--- src/verilog/sifh_pkg.sv ---
package sifh_pkg;

    // histogram geometry
    localparam int BIN_NUM = 16;
    localparam int BIN_W = 4;
    localparam int PIXEL_NUM = 4;
    localparam int PIXEL_W = 2;

    // acquisition pattern, sample is the inner loop, acquisition the outer
    localparam int SAMPLE_NUM = 4;
    localparam int SAMPLE_W = 2;
    localparam int ACQ_NUM = 3;
    localparam int ACQ_W = 2;

    // max count per bin is SAMPLE_NUM * ACQ_NUM, far below 2**COUNT_W
    localparam int COUNT_W = 8;

    // time-bin code from the pixel front end
    typedef logic [BIN_W-1:0] bin_t;
    // pixel index inside the array
    typedef logic [PIXEL_W-1:0] pixel_t;
    // one histogram counter
    typedef logic [COUNT_W-1:0] count_t;
    // sample index within one pixel
    typedef logic [SAMPLE_W-1:0] sample_idx_t;
    // acquisition index within one frame
    typedef logic [ACQ_W-1:0] acq_idx_t;

    // frame sequencer states
    typedef enum logic [1:0] {
        COLLECT,
        HANDOFF,
        STALL
    } seq_state_t;

    // peak picker states
    typedef enum logic [2:0] {
        IDLE,
        SCAN,
        SEND,
        WAIT_DROP,
        DONE
    } pick_state_t;

endpackage

--- src/verilog/frame_sequencer.sv ---
module frame_sequencer (
    input  logic             clk,
    input  logic             res,
    // four-phase sample input
    input  logic             in_req,
    input  sifh_pkg::bin_t   in_bin,
    output logic             in_ack,
    // increment strobes, one per bank
    output logic             inc_en_0,
    output logic             inc_en_1,
    output sifh_pkg::pixel_t inc_pixel,
    output sifh_pkg::bin_t   inc_bin,
    // bank currently filling
    output logic             his_num,
    // four-phase frame hand-off to the picker
    output logic             frame_req,
    output logic             frame_bank,
    input  logic             frame_ack
);

    sifh_pkg::seq_state_t  state;

    // nested position counters, sample inside pixel inside acquisition
    sifh_pkg::sample_idx_t sample_cnt;
    sifh_pkg::pixel_t      pixel_cnt;
    sifh_pkg::acq_idx_t    acq_cnt;

    logic accept;
    logic sample_wrap;
    logic pixel_wrap;
    logic acq_wrap;
    logic frame_last;
    logic handoff_free;

    // new request seen with ack low, and input not held
    assign accept = in_req && !in_ack && (state != sifh_pkg::STALL);

    assign sample_wrap = (sample_cnt == sifh_pkg::sample_idx_t'(sifh_pkg::SAMPLE_NUM - 1));
    assign pixel_wrap = (pixel_cnt == sifh_pkg::pixel_t'(sifh_pkg::PIXEL_NUM - 1));
    assign acq_wrap = (acq_cnt == sifh_pkg::acq_idx_t'(sifh_pkg::ACQ_NUM - 1));
    // sample now being taken closes the frame
    assign frame_last = sample_wrap && pixel_wrap && acq_wrap;

    // previous hand-off cycle fully done, both lines back low
    assign handoff_free = !frame_req && !frame_ack;

    // position counters
    always_ff @(posedge clk or negedge res) begin
        if (!res) begin
            sample_cnt <= '0;
            pixel_cnt <= '0;
            acq_cnt <= '0;
        end else if (accept) begin
            if (sample_wrap) begin
                sample_cnt <= '0;
                if (pixel_wrap) begin
                    pixel_cnt <= '0;
                    if (acq_wrap) begin
                        acq_cnt <= '0;
                    end else begin
                        acq_cnt <= acq_cnt + 1'b1;
                    end
                end else begin
                    pixel_cnt <= pixel_cnt + 1'b1;
                end
            end else begin
                sample_cnt <= sample_cnt + 1'b1;
            end
        end
    end

    // input ack and increment strobe
    always_ff @(posedge clk or negedge res) begin
        if (!res) begin
            in_ack <= 1'b0;
            inc_en_0 <= 1'b0;
            inc_en_1 <= 1'b0;
        end else begin
            // strobe rises together with in_ack, old his_num picks the bank
            inc_en_0 <= accept && !his_num;
            inc_en_1 <= accept && his_num;
            if (accept) begin
                in_ack <= 1'b1;
            end else if (in_ack && !in_req) begin
                // source dropped req, close the handshake
                in_ack <= 1'b0;
            end
        end
    end

    // increment address, only meaningful with the strobe
    always_ff @(posedge clk) begin
        if (accept) begin
            inc_pixel <= pixel_cnt;
            inc_bin <= in_bin;
        end
    end

    // bank selection and frame hand-off
    always_ff @(posedge clk or negedge res) begin
        if (!res) begin
            state <= sifh_pkg::COLLECT;
            his_num <= 1'b0;
            frame_req <= 1'b0;
            frame_bank <= 1'b0;
        end else begin
            // swap banks on the last sample of every frame
            if (accept && frame_last) begin
                his_num <= !his_num;
            end
            // picker has finished the bank, release the request
            if (frame_req && frame_ack) begin
                frame_req <= 1'b0;
            end
            case (state)
                sifh_pkg::COLLECT: begin
                    // no readout pending, hand the bank over at once
                    if (accept && frame_last) begin
                        frame_req <= 1'b1;
                        frame_bank <= his_num;
                        state <= sifh_pkg::HANDOFF;
                    end
                end
                sifh_pkg::HANDOFF: begin
                    // next frame filled before the picker let go
                    if (accept && frame_last) begin
                        state <= sifh_pkg::STALL;
                    end else if (handoff_free) begin
                        state <= sifh_pkg::COLLECT;
                    end
                end
                sifh_pkg::STALL: begin
                    // his_num already points at the bank under readout,
                    // the waiting frame sits in the other one
                    if (handoff_free) begin
                        frame_req <= 1'b1;
                        frame_bank <= !his_num;
                        state <= sifh_pkg::HANDOFF;
                    end
                end
                default: begin
                    state <= sifh_pkg::COLLECT;
                end
            endcase
        end
    end

endmodule

--- src/verilog/hist_bank.sv ---
module hist_bank (
    input  logic             clk,
    input  logic             res,
    // increment port, single-cycle strobe from the sequencer
    input  logic             inc_en,
    input  sifh_pkg::pixel_t inc_pixel,
    input  sifh_pkg::bin_t   inc_bin,
    // read-and-clear port from the peak picker
    input  logic             rd_en,
    input  sifh_pkg::pixel_t rd_pixel,
    input  sifh_pkg::bin_t   rd_bin,
    output sifh_pkg::count_t rd_data
);

    // counter array, one row per pixel, one column per time bin
    sifh_pkg::count_t cnt_mem [sifh_pkg::PIXEL_NUM][sifh_pkg::BIN_NUM];

    // counter update
    // increment and clear never address the same counter,
    // since the sequencer only fills the bank that is not being read
    always_ff @(posedge clk or negedge res) begin
        if (!res) begin
            // whole bank starts empty
            for (int p = 0; p < sifh_pkg::PIXEL_NUM; p++) begin
                for (int b = 0; b < sifh_pkg::BIN_NUM; b++) begin
                    cnt_mem[p][b] <= '0;
                end
            end
        end else begin
            // one photon landed in this bin
            if (inc_en) begin
                cnt_mem[inc_pixel][inc_bin] <= cnt_mem[inc_pixel][inc_bin]
                                               + sifh_pkg::count_t'(1);
            end
            // read empties the counter on the same edge
            if (rd_en) begin
                cnt_mem[rd_pixel][rd_bin] <= '0;
            end
        end
    end

    // read data, valid the cycle after rd_en
    // holds the old value while no read is issued
    always_ff @(posedge clk) begin
        if (rd_en) begin
            rd_data <= cnt_mem[rd_pixel][rd_bin];
        end
    end

endmodule

--- src/verilog/peak_picker.sv ---
module peak_picker (
    input  logic             clk,
    input  logic             res,
    // four-phase frame hand-off from the sequencer
    input  logic             frame_req,
    input  logic             frame_bank,
    output logic             frame_ack,
    // read-and-clear ports to both banks
    output logic             rd_en_0,
    output logic             rd_en_1,
    output sifh_pkg::pixel_t rd_pixel,
    output sifh_pkg::bin_t   rd_bin,
    input  sifh_pkg::count_t rd_data_0,
    input  sifh_pkg::count_t rd_data_1,
    // four-phase result output
    output logic             out_req,
    input  logic             out_ack,
    output sifh_pkg::pixel_t out_pixel,
    output sifh_pkg::bin_t   out_bin,
    output sifh_pkg::count_t out_count
);

    sifh_pkg::pick_state_t state;

    // bank being scanned, latched at frame start
    logic cur_bank;
    // read issue side
    logic issuing;
    sifh_pkg::bin_t scan_bin;
    // read return side, one cycle behind
    logic data_vld;
    sifh_pkg::bin_t data_bin;
    sifh_pkg::count_t bank_data;

    logic scan_end;
    logic pixel_last;
    logic start_pixel;

    // selected bank return
    assign bank_data = cur_bank ? rd_data_1 : rd_data_0;

    // reads only happen while scanning, never while waiting on out_ack
    assign rd_en_0 = issuing && !cur_bank;
    assign rd_en_1 = issuing && cur_bank;
    assign rd_pixel = out_pixel;
    assign rd_bin = scan_bin;

    // last bin's data is coming back this cycle
    assign scan_end = data_vld && (data_bin == sifh_pkg::bin_t'(sifh_pkg::BIN_NUM - 1));
    assign pixel_last = (out_pixel == sifh_pkg::pixel_t'(sifh_pkg::PIXEL_NUM - 1));

    // new pixel scan begins, either first of frame or after a record
    assign start_pixel = ((state == sifh_pkg::IDLE) && frame_req)
                         || ((state == sifh_pkg::WAIT_DROP) && !out_ack && !pixel_last);

    // control FSM
    always_ff @(posedge clk or negedge res) begin
        if (!res) begin
            state <= sifh_pkg::IDLE;
            cur_bank <= 1'b0;
            issuing <= 1'b0;
            scan_bin <= '0;
            data_vld <= 1'b0;
            out_pixel <= '0;
            out_req <= 1'b0;
            frame_ack <= 1'b0;
        end else begin
            data_vld <= issuing;
            // walk the bins, one read per cycle
            if (start_pixel) begin
                scan_bin <= '0;
                issuing <= 1'b1;
            end else if (issuing) begin
                if (scan_bin == sifh_pkg::bin_t'(sifh_pkg::BIN_NUM - 1)) begin
                    issuing <= 1'b0;
                end
                scan_bin <= scan_bin + 1'b1;
            end
            case (state)
                sifh_pkg::IDLE: begin
                    if (frame_req) begin
                        cur_bank <= frame_bank;
                        out_pixel <= '0;
                        state <= sifh_pkg::SCAN;
                    end
                end
                sifh_pkg::SCAN: begin
                    // running max is complete after this edge
                    if (scan_end) begin
                        out_req <= 1'b1;
                        state <= sifh_pkg::SEND;
                    end
                end
                sifh_pkg::SEND: begin
                    if (out_ack) begin
                        out_req <= 1'b0;
                        state <= sifh_pkg::WAIT_DROP;
                    end
                end
                sifh_pkg::WAIT_DROP: begin
                    // next record only once the receiver has let go
                    if (!out_ack) begin
                        if (pixel_last) begin
                            frame_ack <= 1'b1;
                            state <= sifh_pkg::DONE;
                        end else begin
                            out_pixel <= out_pixel + 1'b1;
                            state <= sifh_pkg::SCAN;
                        end
                    end
                end
                sifh_pkg::DONE: begin
                    // bank is empty again, finish the frame handshake
                    if (!frame_req) begin
                        frame_ack <= 1'b0;
                        state <= sifh_pkg::IDLE;
                    end
                end
                default: begin
                    state <= sifh_pkg::IDLE;
                end
            endcase
        end
    end

    // running maximum per pixel
    always_ff @(posedge clk) begin
        data_bin <= scan_bin;
        if (start_pixel) begin
            out_bin <= '0;
            out_count <= '0;
        end else if (data_vld && (bank_data > out_count)) begin
            // strictly greater only, so ties keep the lower bin
            out_bin <= data_bin;
            out_count <= bank_data;
        end
    end

endmodule

--- src/verilog/sifh_top.sv ---
module sifh_top (
    input  logic             clk,
    input  logic             res,
    // sample input
    input  logic             in_req,
    input  sifh_pkg::bin_t   in_bin,
    output logic             in_ack,
    // peak records
    output logic             out_req,
    input  logic             out_ack,
    output sifh_pkg::pixel_t out_pixel,
    output sifh_pkg::bin_t   out_bin,
    output sifh_pkg::count_t out_count,
    // bank currently filling
    output logic             his_num
);

    // increment path
    logic inc_en_0;
    logic inc_en_1;
    sifh_pkg::pixel_t inc_pixel;
    sifh_pkg::bin_t inc_bin;

    // frame hand-off
    logic frame_req;
    logic frame_ack;
    logic frame_bank;

    // read path
    logic rd_en_0;
    logic rd_en_1;
    sifh_pkg::pixel_t rd_pixel;
    sifh_pkg::bin_t rd_bin;
    sifh_pkg::count_t rd_data_0;
    sifh_pkg::count_t rd_data_1;

    // counts samples and picks the filling bank
    frame_sequencer i_frame_sequencer (
        .clk        (clk),
        .res        (res),
        .in_req     (in_req),
        .in_bin     (in_bin),
        .in_ack     (in_ack),
        .inc_en_0   (inc_en_0),
        .inc_en_1   (inc_en_1),
        .inc_pixel  (inc_pixel),
        .inc_bin    (inc_bin),
        .his_num    (his_num),
        .frame_req  (frame_req),
        .frame_bank (frame_bank),
        .frame_ack  (frame_ack)
    );

    // ping bank
    hist_bank i_bank_0 (
        .clk       (clk),
        .res       (res),
        .inc_en    (inc_en_0),
        .inc_pixel (inc_pixel),
        .inc_bin   (inc_bin),
        .rd_en     (rd_en_0),
        .rd_pixel  (rd_pixel),
        .rd_bin    (rd_bin),
        .rd_data   (rd_data_0)
    );

    // pong bank
    hist_bank i_bank_1 (
        .clk       (clk),
        .res       (res),
        .inc_en    (inc_en_1),
        .inc_pixel (inc_pixel),
        .inc_bin   (inc_bin),
        .rd_en     (rd_en_1),
        .rd_pixel  (rd_pixel),
        .rd_bin    (rd_bin),
        .rd_data   (rd_data_1)
    );

    // reads out the finished bank and sends one record per pixel
    peak_picker i_peak_picker (
        .clk        (clk),
        .res        (res),
        .frame_req  (frame_req),
        .frame_bank (frame_bank),
        .frame_ack  (frame_ack),
        .rd_en_0    (rd_en_0),
        .rd_en_1    (rd_en_1),
        .rd_pixel   (rd_pixel),
        .rd_bin     (rd_bin),
        .rd_data_0  (rd_data_0),
        .rd_data_1  (rd_data_1),
        .out_req    (out_req),
        .out_ack    (out_ack),
        .out_pixel  (out_pixel),
        .out_bin    (out_bin),
        .out_count  (out_count)
    );

endmodule
--- config.mk ---
export PLATFORM = sky130hd
export DESIGN_NAME = sifh_top
export DESIGN_NICKNAME = d
export VERILOG_FILES = /design/src/verilog/sifh_pkg.sv /design/src/verilog/frame_sequencer.sv /design/src/verilog/hist_bank.sv /design/src/verilog/peak_picker.sv /design/src/verilog/sifh_top.sv
export SDC_FILE = /design/constraint.sdc
export NUM_CORES = 2
export LEC_CHECK = 0
export BUFFER_PORTS_ARGS = -buffer_cell sky130_fd_sc_hd__buf_2
export CAP_MARGIN = 20
export CORE_MARGIN = 2
export CORE_UTILIZATION = 40
export DETAILED_ROUTE_END_ITERATION = 8
export PLACE_DENSITY_LB_ADDON = 0.08
export REMOVE_ABC_BUFFERS = 1
export SLEW_MARGIN = 20
export SYNTH_ARGS = -nofsm -noshare
export SYNTH_HDL_FRONTEND = slang
export SYNTH_SLANG_ARGS = --single-unit
--- constraint.sdc ---
create_clock -name clk -period 9.8 [get_ports clk]
set_clock_uncertainty 0.1 [all_clocks]
set_input_delay 0.98 -clock clk [delete_from_list [all_inputs] [get_ports clk]]
set_output_delay 0.98 -clock clk [all_outputs]
set_load 0.01 [all_outputs]
==> flow_metrics.py <==
metrics = {
    "status": {
        "outcome": "completed",
    },
    "pwr": {
        "p_per_area_nw_per_um2": 145,
        "leakage_nw": 26.3,
        "ir_drop_mv": 0.191,
    },
    "floorplan": {
        "die_w_microns": 395,
        "die-area_sq_um": 156000,
        "initial_utilization_pct": 40.3,
        "core-area_sq_um": 152000,
        "fp-row-count": 143,
        "ios": 25,
        "die_h_microns": 395,
    },
    "synth": {
        "synth_top_family_by_area": "multiplexers",
        "synth-simple-area-share_pct": 13.3,
        "synth_compound_area_share_pct": 13.7,
        "synthTopCellsByArea": "dfrtp_1, mux4_2, a21oi_1",
        "synth_top_cell_by_area": "dfrtp_1",
        "synth_seq_area_share_pct": 44.6,
        "synth_adder_area_share_pct": 0.408,
        "syn-instance-count": 5747,
        "synth-warning-count": 0,
        "synthMuxAreaShare_pct": 23.7,
        "synthXorXnorAreaFrac_pct": 0.239,
        "async_reset_ff_share_pct": 96.5,
        "synth_flop_cell": "dfrtp_1",
        "ys_ff_latch": 1090,
        "syn_avg_cell_area_sq_um": 10.7,
        "synth_edf_count": 22,
        "synthDominantCellAreaShare_pct": 43.0,
        "syn_area_sq_um": 61300,
        "synth_cell_type_count": 73,
    },
    "routing": {
        "drtIter0Drc": 5774,
        "drc": 0,
        "vias": 50400,
        "drt_first_pass_iters": 6,
        "routed_wl_microns": 250000,
        "avgRoutedWirePerCell_microns": 32.5,
        "postRouteAntennaNets": 0,
        "viasPerCell": 6.56,
    },
    "final_layout": {
        "fin_util_pct": 44.6,
        "antenna_cells": 0,
        "layout_commonest_cell": "dfrtp_1",
        "n_fill_cell": 14300,
        "area_growth_pct": 10.8,
        "nets": 5569,
        "layout_common_cells": "dfrtp_1, a21oi_1, nand2_1, nor2_1, mux4_2",
        "drive_above_1_share_pct": 19.3,
    },
    "cts": {
        "clockRootBuffer": "clkbuf_16",
        "ctsHoldBuffers": 0,
        "postCtsSetupRepairBufs": 0,
        "clk_path_buf_depth": 3,
        "h-tree-depth": 4,
        "cts_sinks": 1090,
        "cts_tree": "built",
        "numCtsBuffers": 137,
        "clkSlewWorstSetupHoldPaths_ps": 60,
        "cts-resized-gates": 0,
        "clk_latency_ps": 800,
    },
    "sta": {
        "drv_slew": 0,
        "fin_crit_sh_pct": 64.4,
        "worstMarginPinSlew_ps": 1200,
        "hold_viol": 0,
        "period_needed_ps": 6310,
        "hold_ws_ps": 126,
        "fin_ws_ps": 3490,
        "rsz0062_at_grt": "false",
        "fmax_ghz": 0.158,
        "slew_headroom_pct": 20.0,
        "setup_violations": 0,
    },
    "critical_path": {
        "cp_slowest_cell": "or4_2",
        "crit_buf_inv": 4,
        "crit_arrival_ps": 6830,
        "start_kind": "flip-flop",
        "critPathCaptureType": "flip-flop",
        "cp_max_fo": 40,
        "crit_type": "flip-flop to flip-flop",
        "crit_top_cell": "buf_4",
        "cp.required_ps": 10320,
        "slowest_delay_ps": 1130,
        "crit_chain": "buf_4 > buf_4 > nor2b_4 > buf_4 > a22oi_1 > a21oi_1 > or4_2 > nand2b_1 > or4_2 > buf_4 > nand3_1 > a21oi_1",
        "crit_family": "simple AND/OR/NAND/NOR gates",
    },
    "hold_path": {
        "hold_path.class": "primary input to async pin",
    },
    "global_route": {
        "grt_pass1_vias": 48900,
        "grt_max_degree": 137,
        "track_usage_pct": 31.8,
        "antenna_found_initial": 10,
        "grt_overflow": 0,
        "grt_pass1_wl_microns": 363000,
    },
    "placed_design": {
        "place_worst_setup_slack_ps": 3750,
        "dp_hpwl_microns": 161000,
        "io_buffers": 24,
        "gp_congestion": 0.912,
    },
    "run": {
        "max_cap_viol_count": 0,
    },
}
-- registers in the layout (all words and copies together), names as in the netlist, 3 cells and up --
| register | cells |
|---|---|
| i_peak_picker.data_bin | 4 |
| i_peak_picker.rd_bin | 4 |
| i_peak_picker.out_count | 8 |
| i_bank_1.cnt_mem | 512 |
| i_bank_0.rd_data | 8 |
| i_bank_1.rd_data | 8 |
| i_bank_0.cnt_mem | 512 |
| i_peak_picker.out_bin | 4 |
| i_peak_picker.state | 3 |
| i_frame_sequencer.inc_bin | 4 |
-- through the flow --
stage	area [sq um]	TNS, ps	total power, mW	std cells
after global routing	67900	0	10.1	7676
after floorplan	58900	-4999580	4.60	5231
final	67900	0	9.86	7676
after global placement	63100	0	4.70	7421
after CTS	67700	0	9.93	7671
after detailed placement	63100	0	4.70	7427
-- path summary, 6_finish.rpt --
check                                                       to                           start  depth (start not counted)  slack (ps)
worst min register to register  i_frame_sequencer.inc_pixel[1]  i_frame_sequencer.pixel_cnt[1]                          0         390
worst max register to register           i_bank_1.cnt_mem[111]    i_frame_sequencer.inc_bin[0]                         12        3490
worst min-delay path                      i_bank_0.cnt_mem[34]                             res                          1         130
worst max-delay path                     i_bank_1.cnt_mem[111]    i_frame_sequencer.inc_bin[0]                         12        3490
min in group clk                  i_frame_sequencer.inc_bin[3]                       in_bin[3]                          1         300
max in group asynchronous           i_peak_picker.out_pixel[1]                             res                          3        7280
-- area by class of cell --
type                    instances  area [sq um]  area share (%)
well taps                    2030          2540            3.74
inverters                      19          73.8           0.109
clock buffers                 200          4110            6.05
multi-input cells            4122         31900            47.0
flip-flops and latches       1090         27300            40.2
repair buffers                171          1470            2.17
clock inverters                44           472           0.695
-- per-layer routing --
layer / GRT usage (%) / up-vias / routed length (microns)
met4: 10.6 / 6 / 8640
met3: 7.78 / 470 / 24200
met1: 45.0 / 26200 / 104000
met2: 47.9 / 2588 / 112000
met5: 0 / - / 38
li1: - / 21200 / -
-- Yosys cell counts, drive strengths merged, types with 5 or more instances --
| cell | instances |
|---|---|
| clkbuf | 322 |
| nand3 | 268 |
| edfxtp | 22 |
| a211oi | 196 |
| nand4 | 6 |
| or3 | 6 |
| nor2 | 679 |
| dfrtp | 1052 |
| inv | 19 |
| nor2b | 16 |
| buf | 194 |
| o21ai | 57 |
| a22oi | 83 |
| and3 | 33 |
| a31oi | 5 |
| nor3 | 87 |
| xnor2 | 8 |
| nand2b | 8 |
| mux4 | 595 |
| ha | 20 |
| o22ai | 286 |
| nor4 | 11 |
| a21o | 5 |
| dfxtp | 16 |
| a22o | 5 |
| and2 | 9 |
| mux2i | 97 |
| mux2 | 16 |
| a21oi | 776 |
| or4 | 9 |
| nand2 | 783 |
-- cells by family after synthesis --
logic type / count (synthesis)
adder cells (fa/ha/maj): 20
multiplexers: 708
flip-flops: 1090
AND/OR/NAND/NOR: 1942
buffers and inverters: 535
AO/OA/AOI/OAI: 1440
XOR/XNOR: 12
-- power by group --
part	internal, mW	switching [mW]
clock network	3.11	2.13
registers	4.51	0
logic	0.00670	0.0921
Note: power is estimated with default switching activity, not from simulation.
